**src/design/riscv_isa_pkg.sv**
```systemverilog
package riscv_isa_pkg;

    localparam int XLEN      = 32;
    localparam int REG_IDX_W = 5;

    // major opcodes in instr[6:0]
    localparam logic [6:0] OPC_OP     = 7'b0110011;
    localparam logic [6:0] OPC_OP_IMM = 7'b0010011;
    localparam logic [6:0] OPC_LUI    = 7'b0110111;
    localparam logic [6:0] OPC_AUIPC  = 7'b0010111;
    localparam logic [6:0] OPC_JAL    = 7'b1101111;
    localparam logic [6:0] OPC_JALR   = 7'b1100111;
    localparam logic [6:0] OPC_BRANCH = 7'b1100011;

    // branch conditions
    localparam logic [2:0] F3_BEQ  = 3'b000;
    localparam logic [2:0] F3_BNE  = 3'b001;
    localparam logic [2:0] F3_BLT  = 3'b100;
    localparam logic [2:0] F3_BGE  = 3'b101;
    localparam logic [2:0] F3_BLTU = 3'b110;
    localparam logic [2:0] F3_BGEU = 3'b111;

    // arithmetic funct3 shared by OP and OP-IMM
    localparam logic [2:0] F3_ADD  = 3'b000;
    localparam logic [2:0] F3_SLL  = 3'b001;
    localparam logic [2:0] F3_SLT  = 3'b010;
    localparam logic [2:0] F3_SLTU = 3'b011;
    localparam logic [2:0] F3_XOR  = 3'b100;
    localparam logic [2:0] F3_SR   = 3'b101;
    localparam logic [2:0] F3_OR   = 3'b110;
    localparam logic [2:0] F3_AND  = 3'b111;

    typedef enum logic [3:0] {
        ADD,
        SUB,
        SLL,
        SLT,
        SLTU,
        XOR,
        SRL,
        SRA,
        OR,
        AND,
        PASS_B
    } alu_op_e;

endpackage

```
**src/design/pipe_pkg.sv**
```systemverilog
package pipe_pkg;

    import riscv_isa_pkg::*;

    typedef enum logic {
        SRC1_RS1,
        SRC1_PC
    } src1_sel_e;

    typedef enum logic {
        SRC2_RS2,
        SRC2_IMM
    } src2_sel_e;

    // decode to execute
    typedef struct packed {
        logic [XLEN-1:0]      pc;
        logic [XLEN-1:0]      imm;
        logic [XLEN-1:0]      rs1_val;
        logic [XLEN-1:0]      rs2_val;
        logic [REG_IDX_W-1:0] rs1_idx;
        logic [REG_IDX_W-1:0] rs2_idx;
        logic [REG_IDX_W-1:0] rd;
        alu_op_e              alu_op;
        src1_sel_e            src1_sel;
        src2_sel_e            src2_sel;
        logic [2:0]           funct3;
        logic                 is_branch;
        logic                 is_jal;
        logic                 is_jalr;
        logic                 wben;
    } id_ex_t;

    // completed result and forwarding source
    typedef struct packed {
        logic [XLEN-1:0]      pc;
        logic [REG_IDX_W-1:0] rd;
        logic [XLEN-1:0]      data;
        logic                 wben;
    } ex_res_t;

endpackage

```
**src/design/id_stage.sv**
```systemverilog
`timescale 1ns/1ps

module id_stage import riscv_isa_pkg::*, pipe_pkg::*; (
    input  logic                 instr_valid_i,
    input  logic [31:0]          instr_i,
    input  logic [XLEN-1:0]      instr_pc_i,
    input  logic                 kill_i,
    output logic [REG_IDX_W-1:0] rs1_idx_o,
    output logic [REG_IDX_W-1:0] rs2_idx_o,
    input  logic [XLEN-1:0]      rs1_val_i,
    input  logic [XLEN-1:0]      rs2_val_i,
    output logic                 dec_valid_o,
    output id_ex_t               dec_o
);

    logic [6:0]      opcode;
    logic [2:0]      funct3;
    logic [XLEN-1:0] imm_i;
    logic [XLEN-1:0] imm_b;
    logic [XLEN-1:0] imm_u;
    logic [XLEN-1:0] imm_j;
    alu_op_e         arith_op;

    assign opcode    = instr_i[6:0];
    assign funct3    = instr_i[14:12];
    assign rs1_idx_o = instr_i[19:15];
    assign rs2_idx_o = instr_i[24:20];

    assign imm_i = {{20{instr_i[31]}}, instr_i[31:20]};
    assign imm_b = {{19{instr_i[31]}}, instr_i[31], instr_i[7], instr_i[30:25],
                    instr_i[11:8], 1'b0};
    assign imm_u = {instr_i[31:12], 12'b0};
    assign imm_j = {{11{instr_i[31]}}, instr_i[31], instr_i[19:12], instr_i[20],
                    instr_i[30:21], 1'b0};

    // bit 30 picks SUB only for register ops, SRA/SRAI for both
    always_comb begin
        unique case (funct3)
            F3_ADD:  arith_op = (opcode == OPC_OP && instr_i[30]) ? SUB : ADD;
            F3_SLL:  arith_op = SLL;
            F3_SLT:  arith_op = SLT;
            F3_SLTU: arith_op = SLTU;
            F3_XOR:  arith_op = XOR;
            F3_SR:   arith_op = instr_i[30] ? SRA : SRL;
            F3_OR:   arith_op = OR;
            default: arith_op = AND;
        endcase
    end

    always_comb begin
        dec_o         = '0;
        dec_o.pc      = instr_pc_i;
        dec_o.rs1_val = rs1_val_i;
        dec_o.rs2_val = rs2_val_i;
        dec_o.rs1_idx = rs1_idx_o;
        dec_o.rs2_idx = rs2_idx_o;
        dec_o.rd      = instr_i[11:7];
        dec_o.funct3  = funct3;
        dec_o.alu_op  = ADD;

        unique case (opcode)
            OPC_OP: begin
                dec_o.alu_op = arith_op;
                dec_o.wben   = 1'b1;
            end
            OPC_OP_IMM: begin
                dec_o.alu_op   = arith_op;
                dec_o.src2_sel = SRC2_IMM;
                dec_o.imm      = imm_i;
                dec_o.wben     = 1'b1;
            end
            OPC_LUI: begin
                dec_o.alu_op   = PASS_B;
                dec_o.src2_sel = SRC2_IMM;
                dec_o.imm      = imm_u;
                dec_o.wben     = 1'b1;
            end
            OPC_AUIPC: begin
                dec_o.src1_sel = SRC1_PC;
                dec_o.src2_sel = SRC2_IMM;
                dec_o.imm      = imm_u;
                dec_o.wben     = 1'b1;
            end
            OPC_JAL: begin
                dec_o.imm    = imm_j;
                dec_o.is_jal = 1'b1;
                dec_o.wben   = 1'b1;
            end
            OPC_JALR: begin
                dec_o.imm     = imm_i;
                dec_o.is_jalr = 1'b1;
                dec_o.wben    = 1'b1;
            end
            OPC_BRANCH: begin
                dec_o.imm       = imm_b;
                dec_o.is_branch = 1'b1;
            end
            default: ;
        endcase
    end

    // killed instr still leaves fetch, but as a bubble
    assign dec_valid_o = instr_valid_i && !kill_i;

endmodule

```
**src/design/reg_file.sv**
```systemverilog
`timescale 1ns/1ps

module reg_file import riscv_isa_pkg::*; (
    input  logic                 clk,
    input  logic                 rst_n,
    input  logic [REG_IDX_W-1:0] rs1_idx_i,
    input  logic [REG_IDX_W-1:0] rs2_idx_i,
    output logic [XLEN-1:0]      rs1_val_o,
    output logic [XLEN-1:0]      rs2_val_o,
    input  logic                 we_i,
    input  logic [REG_IDX_W-1:0] wr_idx_i,
    input  logic [XLEN-1:0]      wr_data_i
);

    // x0 has no storage
    logic [XLEN-1:0] regs [1:31];

    always_ff @(posedge clk or negedge rst_n) begin
        if (!rst_n) begin
            for (int i = 1; i < 32; i++) begin
                regs[i] <= '0;
            end
        end else if (we_i && wr_idx_i != '0) begin
            regs[wr_idx_i] <= wr_data_i;
        end
    end

    assign rs1_val_o = (rs1_idx_i == '0) ? '0 : regs[rs1_idx_i];
    assign rs2_val_o = (rs2_idx_i == '0) ? '0 : regs[rs2_idx_i];

endmodule

```
**src/design/pipe_stage.sv**
```systemverilog
`timescale 1ns/1ps

module pipe_stage #(
    parameter type payload_t = logic
) (
    input  logic     clk,
    input  logic     rst_n,
    input  logic     valid_i,
    output logic     ready_o,
    input  payload_t data_i,
    output logic     valid_o,
    input  logic     ready_i,
    output payload_t data_o
);

    // accept when empty or when the entry leaves this cycle
    assign ready_o = !valid_o || ready_i;

    always_ff @(posedge clk or negedge rst_n) begin
        if (!rst_n) begin
            valid_o <= 1'b0;
        end else if (ready_o) begin
            valid_o <= valid_i;
        end
    end

    always_ff @(posedge clk) begin
        if (ready_o) begin
            data_o <= data_i;
        end
    end

endmodule

```
**src/design/ex_stage.sv**
```systemverilog
`timescale 1ns/1ps

module ex_stage import riscv_isa_pkg::*, pipe_pkg::*; (
    input  logic                 ex_valid_i,
    input  id_ex_t               ex_i,
    input  logic                 fwd_valid_i,
    input  ex_res_t              fwd_i,
    input  logic                 adv_i,
    output ex_res_t              res_o,
    output logic                 we_o,
    output logic [REG_IDX_W-1:0] wr_idx_o,
    output logic [XLEN-1:0]      wr_data_o,
    output logic                 redirect_valid_o,
    output logic [XLEN-1:0]      redirect_pc_o
);

    logic            fwd_hit;
    logic [XLEN-1:0] rs1;
    logic [XLEN-1:0] rs2;
    logic [XLEN-1:0] src1;
    logic [XLEN-1:0] src2;
    logic [XLEN-1:0] alu_res;
    logic [XLEN-1:0] jalr_sum;
    logic            cond;
    logic            taken;

    // older result that decode read too early
    assign fwd_hit = fwd_valid_i && fwd_i.wben && fwd_i.rd != '0;
    assign rs1 = (fwd_hit && fwd_i.rd == ex_i.rs1_idx) ? fwd_i.data : ex_i.rs1_val;
    assign rs2 = (fwd_hit && fwd_i.rd == ex_i.rs2_idx) ? fwd_i.data : ex_i.rs2_val;

    assign src1 = (ex_i.src1_sel == SRC1_PC) ? ex_i.pc : rs1;
    assign src2 = (ex_i.src2_sel == SRC2_IMM) ? ex_i.imm : rs2;

    always_comb begin
        unique case (ex_i.alu_op)
            ADD:     alu_res = src1 + src2;
            SUB:     alu_res = src1 - src2;
            SLL:     alu_res = src1 << src2[4:0];
            SLT:     alu_res = {31'b0, $signed(src1) < $signed(src2)};
            SLTU:    alu_res = {31'b0, src1 < src2};
            XOR:     alu_res = src1 ^ src2;
            SRL:     alu_res = src1 >> src2[4:0];
            SRA:     alu_res = $unsigned($signed(src1) >>> src2[4:0]);
            OR:      alu_res = src1 | src2;
            AND:     alu_res = src1 & src2;
            default: alu_res = src2;
        endcase
    end

    always_comb begin
        unique case (ex_i.funct3)
            F3_BEQ:  cond = rs1 == rs2;
            F3_BNE:  cond = rs1 != rs2;
            F3_BLT:  cond = $signed(rs1) < $signed(rs2);
            F3_BGE:  cond = $signed(rs1) >= $signed(rs2);
            F3_BLTU: cond = rs1 < rs2;
            F3_BGEU: cond = rs1 >= rs2;
            default: cond = 1'b0;
        endcase
    end

    assign taken    = (ex_i.is_branch && cond) || ex_i.is_jal || ex_i.is_jalr;
    assign jalr_sum = rs1 + ex_i.imm;

    assign redirect_pc_o = ex_i.is_jalr ? {jalr_sum[XLEN-1:1], 1'b0} : ex_i.pc + ex_i.imm;

    // only when leaving EX, so a held instr redirects once
    assign redirect_valid_o = ex_valid_i && adv_i && taken;

    // jumps link pc + 4
    assign res_o.pc   = ex_i.pc;
    assign res_o.rd   = ex_i.rd;
    assign res_o.wben = ex_i.wben;
    assign res_o.data = (ex_i.is_jal || ex_i.is_jalr) ? ex_i.pc + 32'd4 : alu_res;

    assign we_o      = ex_valid_i && adv_i && ex_i.wben && ex_i.rd != '0;
    assign wr_idx_o  = ex_i.rd;
    assign wr_data_o = res_o.data;

endmodule

```
**src/design/exec_core.sv**
```systemverilog
`timescale 1ns/1ps

module exec_core import riscv_isa_pkg::*, pipe_pkg::*; (
    input  logic                 clk,
    input  logic                 rst_n,
    input  logic                 instr_valid_i,
    input  logic [31:0]          instr_i,
    input  logic [XLEN-1:0]      instr_pc_i,
    output logic                 instr_ready_o,
    output logic                 res_valid_o,
    output logic [XLEN-1:0]      res_pc_o,
    output logic [REG_IDX_W-1:0] res_rd_o,
    output logic [XLEN-1:0]      res_data_o,
    output logic                 res_wben_o,
    input  logic                 res_ready_i,
    output logic                 redirect_valid_o,
    output logic [XLEN-1:0]      redirect_pc_o
);

    logic [REG_IDX_W-1:0] rs1_idx;
    logic [REG_IDX_W-1:0] rs2_idx;
    logic [XLEN-1:0]      rs1_val;
    logic [XLEN-1:0]      rs2_val;
    logic                 dec_valid;
    id_ex_t               dec;
    logic                 ex_valid;
    id_ex_t               ex;
    logic                 res_ready;
    ex_res_t              ex_res;
    ex_res_t              res;
    logic                 we;
    logic [REG_IDX_W-1:0] wr_idx;
    logic [XLEN-1:0]      wr_data;

    id_stage u_id_stage (
        .instr_valid_i (instr_valid_i),
        .instr_i       (instr_i),
        .instr_pc_i    (instr_pc_i),
        .kill_i        (redirect_valid_o),
        .rs1_idx_o     (rs1_idx),
        .rs2_idx_o     (rs2_idx),
        .rs1_val_i     (rs1_val),
        .rs2_val_i     (rs2_val),
        .dec_valid_o   (dec_valid),
        .dec_o         (dec)
    );

    reg_file u_reg_file (
        .clk       (clk),
        .rst_n     (rst_n),
        .rs1_idx_i (rs1_idx),
        .rs2_idx_i (rs2_idx),
        .rs1_val_o (rs1_val),
        .rs2_val_o (rs2_val),
        .we_i      (we),
        .wr_idx_i  (wr_idx),
        .wr_data_i (wr_data)
    );

    pipe_stage #(.payload_t(id_ex_t)) id_ex_stage (
        .clk     (clk),
        .rst_n   (rst_n),
        .valid_i (dec_valid),
        .ready_o (instr_ready_o),
        .data_i  (dec),
        .valid_o (ex_valid),
        .ready_i (res_ready),
        .data_o  (ex)
    );

    ex_stage u_ex_stage (
        .ex_valid_i       (ex_valid),
        .ex_i             (ex),
        .fwd_valid_i      (res_valid_o),
        .fwd_i            (res),
        .adv_i            (res_ready),
        .res_o            (ex_res),
        .we_o             (we),
        .wr_idx_o         (wr_idx),
        .wr_data_o        (wr_data),
        .redirect_valid_o (redirect_valid_o),
        .redirect_pc_o    (redirect_pc_o)
    );

    pipe_stage #(.payload_t(ex_res_t)) result_stage (
        .clk     (clk),
        .rst_n   (rst_n),
        .valid_i (ex_valid),
        .ready_o (res_ready),
        .data_i  (ex_res),
        .valid_o (res_valid_o),
        .ready_i (res_ready_i),
        .data_o  (res)
    );

    assign res_pc_o   = res.pc;
    assign res_rd_o   = res.rd;
    assign res_data_o = res.data;
    assign res_wben_o = res.wben;

endmodule

```
**config.mk**
```make
export PLATFORM = sky130hd
export DESIGN_NAME = exec_core
export DESIGN_NICKNAME = d
export VERILOG_FILES = /design/src/design/riscv_isa_pkg.sv /design/src/design/pipe_pkg.sv /design/src/design/id_stage.sv /design/src/design/reg_file.sv /design/src/design/pipe_stage.sv /design/src/design/ex_stage.sv /design/src/design/exec_core.sv
export SDC_FILE = /design/constraint.sdc
export NUM_CORES = 2
export LEC_CHECK = 0
export ABC_CLOCK_PERIOD_IN_PS = 5600
export BUFFER_PORTS_ARGS = -buffer_cell sky130_fd_sc_hd__buf_4
export CAP_MARGIN = 40
export CORE_MARGIN = 2
export CORE_UTILIZATION = 40
export CTS_BUF_LIST = sky130_fd_sc_hd__clkbuf_16
export DETAILED_ROUTE_END_ITERATION = 6
export PLACE_DENSITY = 0.65
export SYNTH_ARGS = -nofsm -noshare
export SYNTH_HDL_FRONTEND = slang
export SYNTH_SLANG_ARGS = --single-unit
```
**constraint.sdc**
```tcl
create_clock -name clk -period 5.6 [get_ports clk]
set_input_delay 0.28 -clock clk [delete_from_list [all_inputs] [get_ports clk]]
set_output_delay 0.28 -clock clk [all_outputs]
set_load 0.05 [all_outputs]
```
==> results.md <==
* Largest area contributor in the netlist: dfrtp_1
* End of the critical path: redirect_valid_o
* Vias per Instance at between 6 and 7
* Fmax at between 150 and 200 MHz
* GRT Residual Overflow at 0
* First-pass DRT Iterations at 6
* Layout cells sized above 1 at roughly a third
* 1st-iter DRT viols at around 7,700
* Worst Path Required at around 5300 ps
* Final HPWL DP at about 220,000 um
* Chip Width at roughly 440 um
* Final Setup Violations at 40
* Relative slew slack at roughly a third
* Max-slew violations at 0
* Max Cap Viol at 0
* Period utilisation layout at 103%
* Final Hold Fails at 0
* CP Capture Type: output pin
* Netlist cell types at 92
* Post-synth top flop: dfrtp_1
* Largest net degree at the start of global routing at 180
* Hold Slack at ~5.3 ps
* Starting density of the core at 40.3%
* Worst slew pin tran at approximately 1000 ps
* Post-synthesis register bit count at about 1,200
* FF-to-FF setup slack at -100 ps
* First-pass GRT wire length at roughly 450,000 um
* Antenna violations before repair at 13
* DRT antenna net count at 0
* Critical path arrival at roughly 5500 ps
* Pwr/cell area at a little over 600 nW/um2
* Crit path kind: reg -> out
* Worst setup margin at -190 ps
* Area Overhead vs Synth at 19.5%
* Crit path from: result_stage.data_o[37]$_DFFE_PN_
* Worst-case reg-to-reg path depth at 24
* YS warnings at 0
* Worst vdd ir at a little under 0.4 mV
* Non-filler cells, final at slightly below 10,000
* CTS sink cnt at about 1,200
* Via count at approximately 62,000
* Failing checks: negative setup slack
* # nets final at approximately 7,300
* IO Count at 173
* Dpl cells at 9,320
* Area contributors post-synth: dfrtp_1 32%, mux4_2 17%, mux2_2 10%
* Post-synth EDFFs at between 200 and 250
* CTS tree: yes
* Crit start category: register
* Most frequent cells in the layout: 993 x dfrtp_1, 737 x nand2_1, 686 x mux2_2
* Synth Instances at roughly 6,700
* Design Power at 56.0 mW
* Seq/Total Area, Yosys at 41.3%
* Worst-case clock buffer depth at 3
* Final core area utilization at about 48%
* # port buffers at about 170
* Static Leak at between 30 and 40 nW
* Reg2reg start: result_stage.data_o[37]$_DFFE_PN_
* Synth Area per Inst at 11.5 um2
* CTS H-Tree Depth at 4
* Vias in the first global route at just over 60,000
* Setup Skew at approximately 73 ps
* Clock slew seen by the registers of the worst setup and hold paths at roughly 60 ps
* Routability cong. at between 1 and 1.5
* RSZ-0062 raised after global routing: yes
* FP Rows at between 150 and 200
* Commonest non-fill, non-tap cell in the layout: dfrtp_1
* Ys async rst share at a little over 80%
* DRC Markers at 0
* Total GRT Usage at between 30% and 40%
* Hold Path Class: in -> async
* Die Y at between 400 and 500 um
* WL/cell at 32.2 um
* Synthesized area at approximately 77,000 um2
* Final WL at 312,000 um
* Synth top area share at between 30% and 40%
* Die footprint at approximately 200,000 um2
* Terminus of the critical flop-to-flop path: u_reg_file.regs[926]$_DFFE_PN0P_
* Status: finished, violations left
* CTS root buf: clkbuf_16
* Crit path time final at just under 6000 ps
* CTS buffer count at 140
* Core area at 190,000 um2
* Max FO, Critical Path at 8
* Worst skew pair latency at 850 ps
* Post-synthesis net count at 6,913
registers in the layout (all words and copies together), names as in the netlist:
register,count
id_ex_stage.valid_o,1
result_stage.data_o,70
u_reg_file.regs,992
id_ex_stage.data_o,156
result_stage.valid_o,1
layout make-up:
| type | count | area [um2] |
|---|---|---|
| antenna | 4 | 10.0 |
| timing repair buffer | 869 | 8140 |
| clock buffer | 142 | 3550 |
| clock inverter | 112 | 871 |
| fill | 16713 | 98700 |
| sequential | 1220 | 31700 |
| tap | 2511 | 3140 |
| multi-input combinational | 4702 | 43800 |
| inverter | 139 | 524 |
synth_stat cells (11+ instances only):
master,instances
a211o_1,11
a211oi_1,47
a21o_1,70
a21oi_1,245
a221o_1,33
a221oi_1,21
a22o_1,37
a311oi_1,11
a31oi_1,36
a41oi_1,66
and2_1,14
and3_1,24
buf_1,70
buf_2,52
buf_4,12
clkbuf_1,446
dfrtp_1,994
edfxtp_1,226
ha_1,191
inv_1,132
mux2_2,702
mux2i_1,186
mux4_2,579
nand2_1,740
nand2b_1,28
nand3_1,54
nand4_1,19
nor2_1,261
nor2b_1,65
nor3_1,91
nor4_1,13
o211a_1,35
o211ai_1,26
o21a_1,20
o21ai_0,606
o21bai_1,22
o221ai_1,17
o22ai_1,42
o31ai_1,78
or2_2,14
or3_1,43
xnor2_1,50
xor2_1,41
kinds of logic after synthesis:
| kind of cell | share of synthesized area (%) |
|---|---|
| AO/OA/AOI/OAI | 12.9 |
| XOR/XNOR | 1.04 |
| adder cells (fa/ha/maj) | 3.22 |
| buffers and inverters | 3.76 |
| flip-flops | 41.3 |
| multiplexers | 29.7 |
| AND/OR/NAND/NOR | 8.09 |
timing repair:
item / 4_1_cts / 5_1_grt
hold buffers: 63 / 0
cloned: 7 / 5
buffers inserted: 33 / 16
endpoints found under the setup margin: 243 / 623
pin swaps: 68 / 43
gates resized for setup: 147 / 102
hold endpoints to repair: 163 / 0
worst min-delay path by stage:
stage | end | slack [ps]
floorplan | id_ex_stage.valid_o$_DFFE_PN0P_ | -20
global placement | u_reg_file.regs[0]$_DFFE_PN0P_ | 320
detailed placement | u_reg_file.regs[0]$_DFFE_PN0P_ | 330
CTS | u_reg_file.regs[0]$_DFFE_PN0P_ | 30
global route | u_reg_file.regs[0]$_DFFE_PN0P_ | 90
finish | u_reg_file.regs[0]$_DFFE_PN0P_ | 5
critical path: stages (launching register included):
cell and delay [ps]:
edfxtp_1 400, or4_4 570, o211ai_4 220, buf_6 140, nor2_4 40, buf_12 140, buf_16 150, mux2_4 360
ha_4 310, buf_12 120, nand4_1 110, nor3_2 180, buf_4 180, nand3_1 120, or3_4 390, or2_2 300
a21oi_1 190, o2111ai_1 140, a31oi_2 260, a32o_2 170, buf_6 160
where the power goes:
group | leakage [nW] | total [mW] | switching, mW | internal [mW]
sequential | 16.1 | 15.1 | 2.93 | 12.2
combinational | 21.1 | 31.9 | 18.9 | 13.0
clock | 2.32 | 8.90 | 4.04 | 4.86
total | 39.5 | 56.0 | 25.9 | 30.1
through the flow:
stage                     setup TNS, ps  instance area (um2)  setup WS, ps
after floorplan                  -94190                76900          -602
final                             -2620                91700          -190
after detailed placement         -13240                84800          -167
after global routing             -24420                91700          -307
after CTS                         -1010                90900          -224
after global placement           -54330                84400          -362
metal layers:
metal  GRT usage, %  up-vias  routed length, um
li1               -    26112                  -
met1           41.2    31933             121000
met2           47.5     3482             140000
met3           6.56      857              28400
met5              0        -                 44
met4           19.4        6              22900
(Power assumes the default switching activity.)
